## config.mk

```make
export PLATFORM = sky130hd
export DESIGN_NAME = gem_fiber_rx
export DESIGN_NICKNAME = d
export VERILOG_FILES = /design/src/hdl/gem_rx_pkg.sv /design/src/hdl/gem_word_if.sv /design/src/hdl/gem_frame_phase.sv /design/src/hdl/gem_frame_assembler.sv /design/src/hdl/gem_link_monitor.sv /design/src/hdl/gem_fiber_rx.sv
export SDC_FILE = /design/constraint.sdc
export NUM_CORES = 1
export LEC_CHECK = 0
export BUFFER_PORTS_ARGS = -buffer_cell sky130_fd_sc_hd__buf_2
export CAP_MARGIN = 0
export CORE_MARGIN = 2
export CORE_UTILIZATION = 50
export CTS_BUF_LIST = sky130_fd_sc_hd__clkbuf_8
export CTS_CLUSTER_SIZE = 12
export DETAILED_ROUTE_END_ITERATION = 10
export PLACE_DENSITY = 0.8
export SLEW_MARGIN = 20
export SYNTH_ARGS = -nofsm -noshare
export SYNTH_HDL_FRONTEND = slang
export SYNTH_SLANG_ARGS = --single-unit
```

## constraint.sdc

```tcl
create_clock -name GEM_RX_CLK160 -period 1.9 [get_ports GEM_RX_CLK160]
set_clock_uncertainty 0.05 [all_clocks]
set_input_delay 0.19 -clock GEM_RX_CLK160 [delete_from_list [all_inputs] [get_ports GEM_RX_CLK160]]
set_output_delay 0.19 -clock GEM_RX_CLK160 [all_outputs]
set_load 0.01 [all_outputs]
```

## src/hdl/gem_rx_pkg.sv

```systemverilog
`default_nettype none

package gem_rx_pkg;

    // --------------------
    // Widths
    // --------------------
    localparam int word_w        = 16;  // One decoded word per GEM_RX_CLK160
    localparam int frame_data_w  = 56;  // Words 3..1 plus EOF data byte
    localparam int frames_per_bx = 4;   // Words per frame, one BX

    // --------------------
    // EOF K characters
    // --------------------
    // Normal cycle of four frames
    localparam logic [7:0] k_eof_bc = 8'hBC;
    localparam logic [7:0] k_eof_f7 = 8'hF7;
    localparam logic [7:0] k_eof_fb = 8'hFB;
    localparam logic [7:0] k_eof_fd = 8'hFD;

    localparam logic [7:0] k_ovf_fc    = 8'hFC;  // Overflow, raises latency trigger
    localparam logic [7:0] k_bc0_1c    = 8'h1C;  // BC0 marker
    localparam logic [7:0] k_resync_3c = 8'h3C;  // Resync marker

    // Shown on the payload output while no frame is held
    localparam logic [frame_data_w-1:0] payload_idle = '1;

    // --------------------
    // Word views
    // --------------------
    // Same 16 bits, seen either as plain data or as an EOF word
    typedef union packed {
        logic [word_w-1:0] raw;     // Data word
        struct packed {
            logic [7:0] eof_data;   // High byte carries data
            logic [7:0] k_char;     // Low byte is the comma
        } eof;
    } eof_word_t;

endpackage

`default_nettype wire

```

## src/hdl/gem_word_if.sv

```systemverilog
`timescale 1ns/1ns
`default_nettype none

// Classified word stream from the phase tracker
// One word per clock, no back-pressure
interface gem_word_if;
    import gem_rx_pkg::*;

    eof_word_t                word;       // Current received word
    logic                     eof_ok;     // Word is a clean EOF comma
    logic                     data_ok;    // Word is a clean data word
    logic [frames_per_bx-1:0] cew;        // Frame phase strobes, one-hot
    logic                     frame_clr;  // Registered clear

    // Phase tracker side
    modport source (
        output word,
        output eof_ok,
        output data_ok,
        output cew,
        output frame_clr
    );

    // Assembler and link monitor side
    modport sink (
        input word,
        input eof_ok,
        input data_ok,
        input cew,
        input frame_clr
    );

endinterface

`default_nettype wire

```

## src/hdl/gem_frame_phase.sv

```systemverilog
`timescale 1ns/1ns
`default_nettype none

module gem_frame_phase (
    input  wire logic                         GEM_RX_CLK160,
    input  wire logic                         gem_rx_resetdone,
    input  wire logic [gem_rx_pkg::word_w-1:0] rx_data,
    input  wire logic [1:0]                   rx_isk,
    input  wire logic [1:0]                   rx_notintable,
    input  wire logic                         rx_lossofsync,
    input  wire logic                         rx_sync_done,
    input  wire logic                         ttc_resync,
    gem_word_if.source                        wd
);
    import gem_rx_pkg::*;

    logic [frames_per_bx-1:0] cew_q;   // Phase strobe shift register
    logic                     clr_q;   // Registered clear
    logic                     comma;   // K on low byte only
    logic                     clean;   // No sync loss, all symbols in table
    logic                     k_allowed;
    logic                     late_strobe;

    // --------------------
    // Word classification
    // --------------------
    assign comma = (rx_isk == 2'b01);
    assign clean = !rx_lossofsync && (rx_notintable == 2'b00);

    // Allowed EOF markers
    assign k_allowed = rx_data[7:0] inside {k_eof_bc, k_eof_f7, k_eof_fb, k_eof_fd,
                                            k_ovf_fc, k_bc0_1c, k_resync_3c};

    // Overlapping strobes mean a comma arrived early inside the frame
    assign late_strobe = (cew_q[1] && (cew_q[2] || cew_q[3]))  // Word 1 position
                       || (cew_q[2] && cew_q[3]);               // Word 2 position

    assign wd.eof_ok  = clean && comma && k_allowed;
    assign wd.data_ok = clean && (rx_isk == 2'b00) && !late_strobe;

    // --------------------
    // Frame cadence
    // --------------------
    // Comma seen now, so word 1 is next clock
    always_ff @(posedge GEM_RX_CLK160 or negedge gem_rx_resetdone) begin
        if (!gem_rx_resetdone) begin
            cew_q <= '0;
        end else begin
            cew_q[1] <= comma;
            cew_q[2] <= cew_q[1];
            cew_q[3] <= cew_q[2];
            cew_q[0] <= cew_q[3];   // High while the next EOF word is present
        end
    end

    // Clear on lost phase alignment or TTC resync
    always_ff @(posedge GEM_RX_CLK160 or negedge gem_rx_resetdone) begin
        if (!gem_rx_resetdone) begin
            clr_q <= 1'b1;           // Start out cleared
        end else begin
            clr_q <= !rx_sync_done || ttc_resync;
        end
    end

    assign wd.word      = eof_word_t'(rx_data);
    assign wd.cew       = cew_q;
    assign wd.frame_clr = clr_q;

endmodule

`default_nettype wire

```

## src/hdl/gem_frame_assembler.sv

```systemverilog
`timescale 1ns/1ns
`default_nettype none

module gem_frame_assembler (
    input  wire logic                               GEM_RX_CLK160,
    input  wire logic                               gem_rx_resetdone,
    gem_word_if.sink                                wd,
    output logic [gem_rx_pkg::frame_data_w-1:0]     rcv_data,
    output logic [7:0]                              k_char,
    output logic [3:0]                              nonzero_word,
    output logic                                    latency_trig
);
    import gem_rx_pkg::*;

    // Captured words, payload only
    eof_word_t         w0_reg;   // EOF word, read through both views
    logic [word_w-1:0] w1_reg;
    logic [word_w-1:0] w2_reg;

    logic [2:0] nz_acc;          // Nonzero bits for EOF byte, word 1, word 2
    logic       lt_trg_reg;      // Overflow seen on this frame's comma

    // --------------------
    // Word capture
    // --------------------
    always_ff @(posedge GEM_RX_CLK160) begin
        if (!wd.frame_clr) begin
            if (wd.cew[0]) begin
                w0_reg <= wd.word;
            end
            if (wd.cew[1]) begin
                w1_reg <= wd.word.raw;    // First data after the comma
            end
            if (wd.cew[2]) begin
                w2_reg <= wd.word.raw;
            end
        end
    end

    // Per-word flags gathered through the frame
    always_ff @(posedge GEM_RX_CLK160 or negedge gem_rx_resetdone) begin
        if (!gem_rx_resetdone) begin
            nz_acc     <= '0;
            lt_trg_reg <= 1'b0;
        end else if (!wd.frame_clr) begin
            if (wd.cew[0]) begin
                nz_acc[0]  <= |wd.word.eof.eof_data;
                lt_trg_reg <= (wd.word.eof.k_char == k_ovf_fc);   // Overflow marker
            end else if (wd.cew[1]) begin
                nz_acc[1] <= |wd.word.raw;
            end else if (wd.cew[2]) begin
                nz_acc[2] <= |wd.word.raw;
            end
        end
    end

    // --------------------
    // Frame publish
    // --------------------
    // Everything goes out together on the word 3 edge
    always_ff @(posedge GEM_RX_CLK160 or negedge gem_rx_resetdone) begin
        if (!gem_rx_resetdone) begin
            rcv_data     <= payload_idle;
            k_char       <= '0;
            nonzero_word <= '0;
            latency_trig <= 1'b0;
        end else if (wd.frame_clr) begin
            rcv_data     <= payload_idle;
            k_char       <= '0;
            nonzero_word <= '0;
            latency_trig <= 1'b0;
        end else if (wd.cew[3]) begin
            rcv_data     <= {wd.word.raw, w2_reg, w1_reg, w0_reg.eof.eof_data};
            k_char       <= w0_reg.eof.k_char;
            nonzero_word <= {|wd.word.raw, nz_acc};
            latency_trig <= lt_trg_reg;
        end else if (wd.cew == '0) begin
            // Cadence lost, show idle
            rcv_data     <= payload_idle;
            nonzero_word <= '0;
            latency_trig <= 1'b0;
        end
        // Other strobes hold the last frame
    end

endmodule

`default_nettype wire

```

## src/hdl/gem_link_monitor.sv

```systemverilog
`timescale 1ns/1ns
`default_nettype none

module gem_link_monitor #(
    parameter int good_bx_count = 15,  // Clean frames after the first one
    parameter int err_cnt_w     = 8
) (
    input  wire logic                 GEM_RX_CLK160,
    input  wire logic                 gem_rx_resetdone,
    gem_word_if.sink                  wd,
    output logic                      link_good,
    output logic                      link_had_err,
    output logic                      link_bad,
    output logic [err_cnt_w-1:0]      errcount
);

    localparam int cnt_w = $clog2(good_bx_count + 1);

    // Saturation point, one below all ones
    localparam logic [err_cnt_w-1:0] err_max = {{(err_cnt_w-1){1'b1}}, 1'b0};

    logic [$bits(wd.cew)-1:0] mon_in;     // One ok bit per frame phase
    logic                     mon_rst;    // Last frame not fully clean
    logic [cnt_w-1:0]         mon_count;  // Clean frames since last problem
    logic                     link_err;   // Sticky, link was up and dropped
    logic                     link_went_down;

    assign link_went_down = link_good && mon_rst;   // Up, then a bad frame

    // --------------------
    // Frame health
    // --------------------
    always_ff @(posedge GEM_RX_CLK160 or negedge gem_rx_resetdone) begin
        if (!gem_rx_resetdone) begin
            mon_in    <= '0;
            mon_rst   <= 1'b1;
            mon_count <= '0;
            link_good <= 1'b0;
        end else if (wd.frame_clr) begin
            mon_in    <= '0;
            mon_rst   <= 1'b1;
            mon_count <= '0;
            link_good <= 1'b0;
        end else begin
            if (wd.cew[0]) begin
                mon_in[0] <= wd.eof_ok;                  // Comma and allowed K
            end else if (wd.cew[1]) begin
                mon_in[1] <= wd.data_ok;
            end else if (wd.cew[2]) begin
                mon_in[2] <= wd.data_ok;
            end else if (wd.cew[3]) begin
                mon_in[3] <= wd.data_ok;                 // Frame judged here
            end else begin
                mon_in <= '0;                            // No cadence, link down
            end

            mon_rst <= (mon_in != '1);

            if (mon_rst) begin
                mon_count <= '0;
            end else if (!link_good && wd.cew[3]
                         && (mon_count != cnt_w'(good_bx_count))) begin
                mon_count <= mon_count + 1'b1;
            end

            // Alive after 1 + good_bx_count clean frames
            link_good <= !mon_rst && (mon_count == cnt_w'(good_bx_count));
        end
    end

    // --------------------
    // Loss counting
    // --------------------
    always_ff @(posedge GEM_RX_CLK160 or negedge gem_rx_resetdone) begin
        if (!gem_rx_resetdone) begin
            link_err <= 1'b0;
            errcount <= '0;
        end else if (wd.frame_clr) begin
            link_err <= 1'b0;
            errcount <= '0;
        end else begin
            if (link_went_down) begin
                link_err <= 1'b1;
            end
            if (link_went_down && (errcount != err_max)) begin
                errcount <= errcount + 1'b1;   // Times the link was lost
            end
        end
    end

    assign link_bad     = errcount[err_cnt_w-1];
    assign link_had_err = link_err || mon_rst;  // Also high if never alive

endmodule

`default_nettype wire

```

## src/hdl/gem_fiber_rx.sv

```systemverilog
`timescale 1ns/1ns
`default_nettype none

module gem_fiber_rx #(
    parameter int good_bx_count = 15,  // Clean frames needed after the first
    parameter int err_cnt_w     = 8    // Loss counter width, top bit is link_bad
) (
    input  wire logic                                GEM_RX_CLK160,
    input  wire logic                                gem_rx_resetdone,

    // --------------------
    // Decoded stream
    // --------------------
    input  wire logic [gem_rx_pkg::word_w-1:0]       rx_data,
    input  wire logic [1:0]                          rx_isk,         // Per byte K flag
    input  wire logic [1:0]                          rx_notintable,  // Per byte code error
    input  wire logic                                rx_lossofsync,
    input  wire logic                                rx_sync_done,
    input  wire logic                                ttc_resync,     // Clears decoder and monitor

    // --------------------
    // Frame outputs
    // --------------------
    output logic [gem_rx_pkg::frame_data_w-1:0]      rcv_data,
    output logic [7:0]                               k_char,
    output logic [3:0]                               nonzero_word,
    output logic                                     latency_trig,

    // Link status
    output logic                                     link_good,
    output logic                                     link_had_err,
    output logic                                     link_bad,
    output logic [err_cnt_w-1:0]                     errcount
);

    gem_word_if wd ();   // Classified words and phase strobes

    gem_frame_phase i_frame_phase (
        .GEM_RX_CLK160    (GEM_RX_CLK160),
        .gem_rx_resetdone (gem_rx_resetdone),
        .rx_data          (rx_data),
        .rx_isk           (rx_isk),
        .rx_notintable    (rx_notintable),
        .rx_lossofsync    (rx_lossofsync),
        .rx_sync_done     (rx_sync_done),
        .ttc_resync       (ttc_resync),
        .wd               (wd.source)
    );

    gem_frame_assembler i_frame_assembler (
        .GEM_RX_CLK160    (GEM_RX_CLK160),
        .gem_rx_resetdone (gem_rx_resetdone),
        .wd               (wd.sink),
        .rcv_data         (rcv_data),
        .k_char           (k_char),
        .nonzero_word     (nonzero_word),
        .latency_trig     (latency_trig)
    );

    // Link health from the same strobes
    gem_link_monitor #(
        .good_bx_count    (good_bx_count),
        .err_cnt_w        (err_cnt_w)
    ) i_link_monitor (
        .GEM_RX_CLK160    (GEM_RX_CLK160),
        .gem_rx_resetdone (gem_rx_resetdone),
        .wd               (wd.sink),
        .link_good        (link_good),
        .link_had_err     (link_had_err),
        .link_bad         (link_bad),
        .errcount         (errcount)
    );

endmodule

`default_nettype wire

```

==> results.cfg <==
[die]
row_count = 37
die_area_um2 = 11650
pin_count = 105
die_x_um = 107.9
core_area_um2 = 10420
die_h_um = 107.9
floorplan.initialDensity = 0.5186

[yosys]
ys_types = 49
yosys.area.top_type = dfstp_2
yosysSeqAreaShare = 0.7297
avgSynthCellArea_um2 = 15.39
async_reset_ff_frac = 0.6690
synth_area_leaders = dfstp_2 28%, edfxtp_1 27%, dfrtp_1 18%, o22a_1 9.1%, mux2i_1 1.9%
synth_edf_count = 48
syn-cell-area_um2 = 5401
synth_ff_type = dfstp_2
yosysWarnings = 0
syn_nets = 379
synthCells = 351
yosysTopAreaCellShare = 0.2821
synth-seq-cells = 145

[timing]
fmax_mhz = 559.3
slew_headroom = 0.6186
layout_setup_ws_ns = 0.1121
fin_crit_ns = 1.788
slew_viol_final = 0
tightest_slew_ns = 0.5677
finalCritPeriodShare = 0.9410
setup_viol_count_final = 0
hold_violations = 0
rsz0062_at_grt = false
fin_setup_tns_ns = 0

[route]
wire_per_inst_um = 18.96
ant_nets = 0
wl_um = 12000
vias = 3539
first_pass_iters = 5
routed_via_density = 5.591
drtIter0Drc = 238
remaining_drc_errors = 0

[place]
dpl.hpwl_um = 7643
dp_slack_ns = 0.05318
port_buffers = 104
place_area_um2 = 6112
place_inst = 585
gp_congestion = 0.8387

[critical_path]
cp_slowest_cell = or4_1
critPathKind = flip-flop to flip-flop
crit_family = simple AND/OR/NAND/NOR gates
cp-end-kind = flip-flop
max_stage_delay_ns = 0.54
critPathMaxFanout = 7
cp.arrival_ns = 2.10
path_cells = inv_1 -> ha_1 -> nand3_2 -> o211ai_4 -> or4_1 -> a21oi_1
required_ns = 2.21
start_kind = flip-flop
path_buf_inv = 1

[clocking]
worstSkewPairLatency_ns = 0.44
cts_buffers = 17
root_buffer = clkbuf_8
cts.sinks = 145
cts_tree = done
cts_max_level = 4
clkTransAtPathRegs_ns = 0.08
cts.path.max_buffers = 2
post_cts_buffers = 0

[grt]
grt_pass1_vias = 3525
gr-total-overflow = 0
antenna_found_initial = 0
track_usage = 0.2201
grt_pass1_wl_um = 18940
grt_max_degree = 56

[final_layout]
fin_area_um2 = 6650
drive_gt1_frac = 0.4366
layout_commonest_cell = buf_2
largest-register = i_frame_assembler.rcv_data
insertedDiodeCount = 0
largest_register_ff_count = 56
final_util = 0.6384
final-seq-area_um2 = 3941
final_cells = 633
final_cell_mix = 103 x buf_2, 58 x dfstp_2, 56 x o22a_1, 48 x edfxtp_1, 39 x dfrtp_1
multi_input_area_um2 = 1350
nNetsFinal = 512
area_growth_pct = 23.12
fillers = 756

[pwr]
powerDensity_nw_per_um2 = 884.5
worst_ir_drop_vdd_mv = 0.3854
leakagePower_nw = 2.579

[run]
cap_violations = 0

[hold_path]
min_path_type = primary input to flip-flop

[run_status]
status = completed
==> worst reg2reg max path: stages, from the launching register on <==
cell and delay (ns):
dfrtp_1 0.39, inv_1 0.08, ha_1 0.23, nand3_2 0.14, o211ai_4 0.12, or4_1 0.54
a21oi_1 0.16
==> stage by stage <==
| stage | power, mW | hold WS (ns) |
|---|---|---|
| 6_report | 5.882 | 0.02630 |
| 4_1_cts | 5.915 | 0.001298 |
| 5_1_grt | 6.092 | 0.007923 |
| 2_1_floorplan | 3.530 | -0.1556 |
| 3_3_place_gp | 3.693 | 0.03370 |
| 3_5_place_dp | 3.704 | 0.03379 |
==> cells by family (layout without fill, tap and decap cells) <==
group,count (synthesis),in the layout,synth area share
DFF,145,145,0.7297
adders and majority gates,3,3,0.006950
and+or+nand+nor,77,77,0.07783
AOI/OAI and AO/OA,85,85,0.1279
buffers and inverters,23,169,0.02455
xor gates and xnor gates,6,6,0.009729
muxes,12,12,0.02340
==> worst paths after layout <==
kind | startpoint | end | slack [ns] | cells past startpoint
worst max-delay path | i_link_monitor.errcount[0] | i_link_monitor.errcount[7] | 0.11 | 6
worst min-delay path | rx_data[3] | i_frame_assembler.w0_reg[3] | 0.03 | 1
worst max register to register | i_link_monitor.errcount[0] | i_link_monitor.errcount[7] | 0.11 | 6
worst min register to register | i_link_monitor.mon_in[1] | i_link_monitor.mon_rst | 0.40 | 1
max in group asynchronous | gem_rx_resetdone | i_frame_assembler.rcv_data[9] | 1.01 | 3
min in group asynchronous | gem_rx_resetdone | i_link_monitor.errcount[0] | 0.12 | 2
==> routing by layer <==
metal | up-vias | track usage | routed length [µm]
met1 | 1788 | 0.2908 | 4937
met5 | - | 0 | 0
met3 | 15 | 0.07354 | 952
li1 | 1595 | - | -
met2 | 141 | 0.3486 | 5939
met4 | 0 | 0.06868 | 176
==> cell type report <==
| class | instances | share of cell area |
|---|---|---|
| timing repair buffer | 134 | 0.1223 |
| inverter | 3 | 0.001693 |
| sequential | 145 | 0.5927 |
| clock inverter | 14 | 0.01750 |
| clock buffer | 18 | 0.03725 |
| tap | 136 | 0.02559 |
| multi-input combinational | 183 | 0.2030 |
==> timing repair <==
| item | in CTS | in global routing |
|---|---|---|
| hold buffers | 16 | 0 |
| resized for setup | 0 | 2 |
| endpoints found under the hold margin | 77 | 0 |
| endpoints found under the setup margin | 0 | 1 |
==> cells in the mapped netlist (3+ instances only) <==
cell type and count:
buf_2 4, dfrtp_1 39, nand3_1 8, nand2b_1 4
o22a_1 56, a22o_1 3, dfstp_2 58, nor2_1 21
a21oi_1 8, o21ai_0 5, buf_6 5, nor4_1 4
ha_1 3, or4_1 3, inv_1 3, edfxtp_1 48
nor2b_1 8, buf_1 3, nand2_1 6, mux2i_1 10
and3_1 3, nor3_1 7, xor2_1 5, clkbuf_1 7
==> power breakdown <==
part | internal, mW | leakage, nW | switching, mW | total [mW]
clock network | 1.06 | 0.190 | 1.15 | 2.21
logic | 0.126 | 0.818 | 0.198 | 0.324
registers | 3.31 | 1.57 | 0.0348 | 3.35
Note: power is estimated with default switching activity, not from simulation.
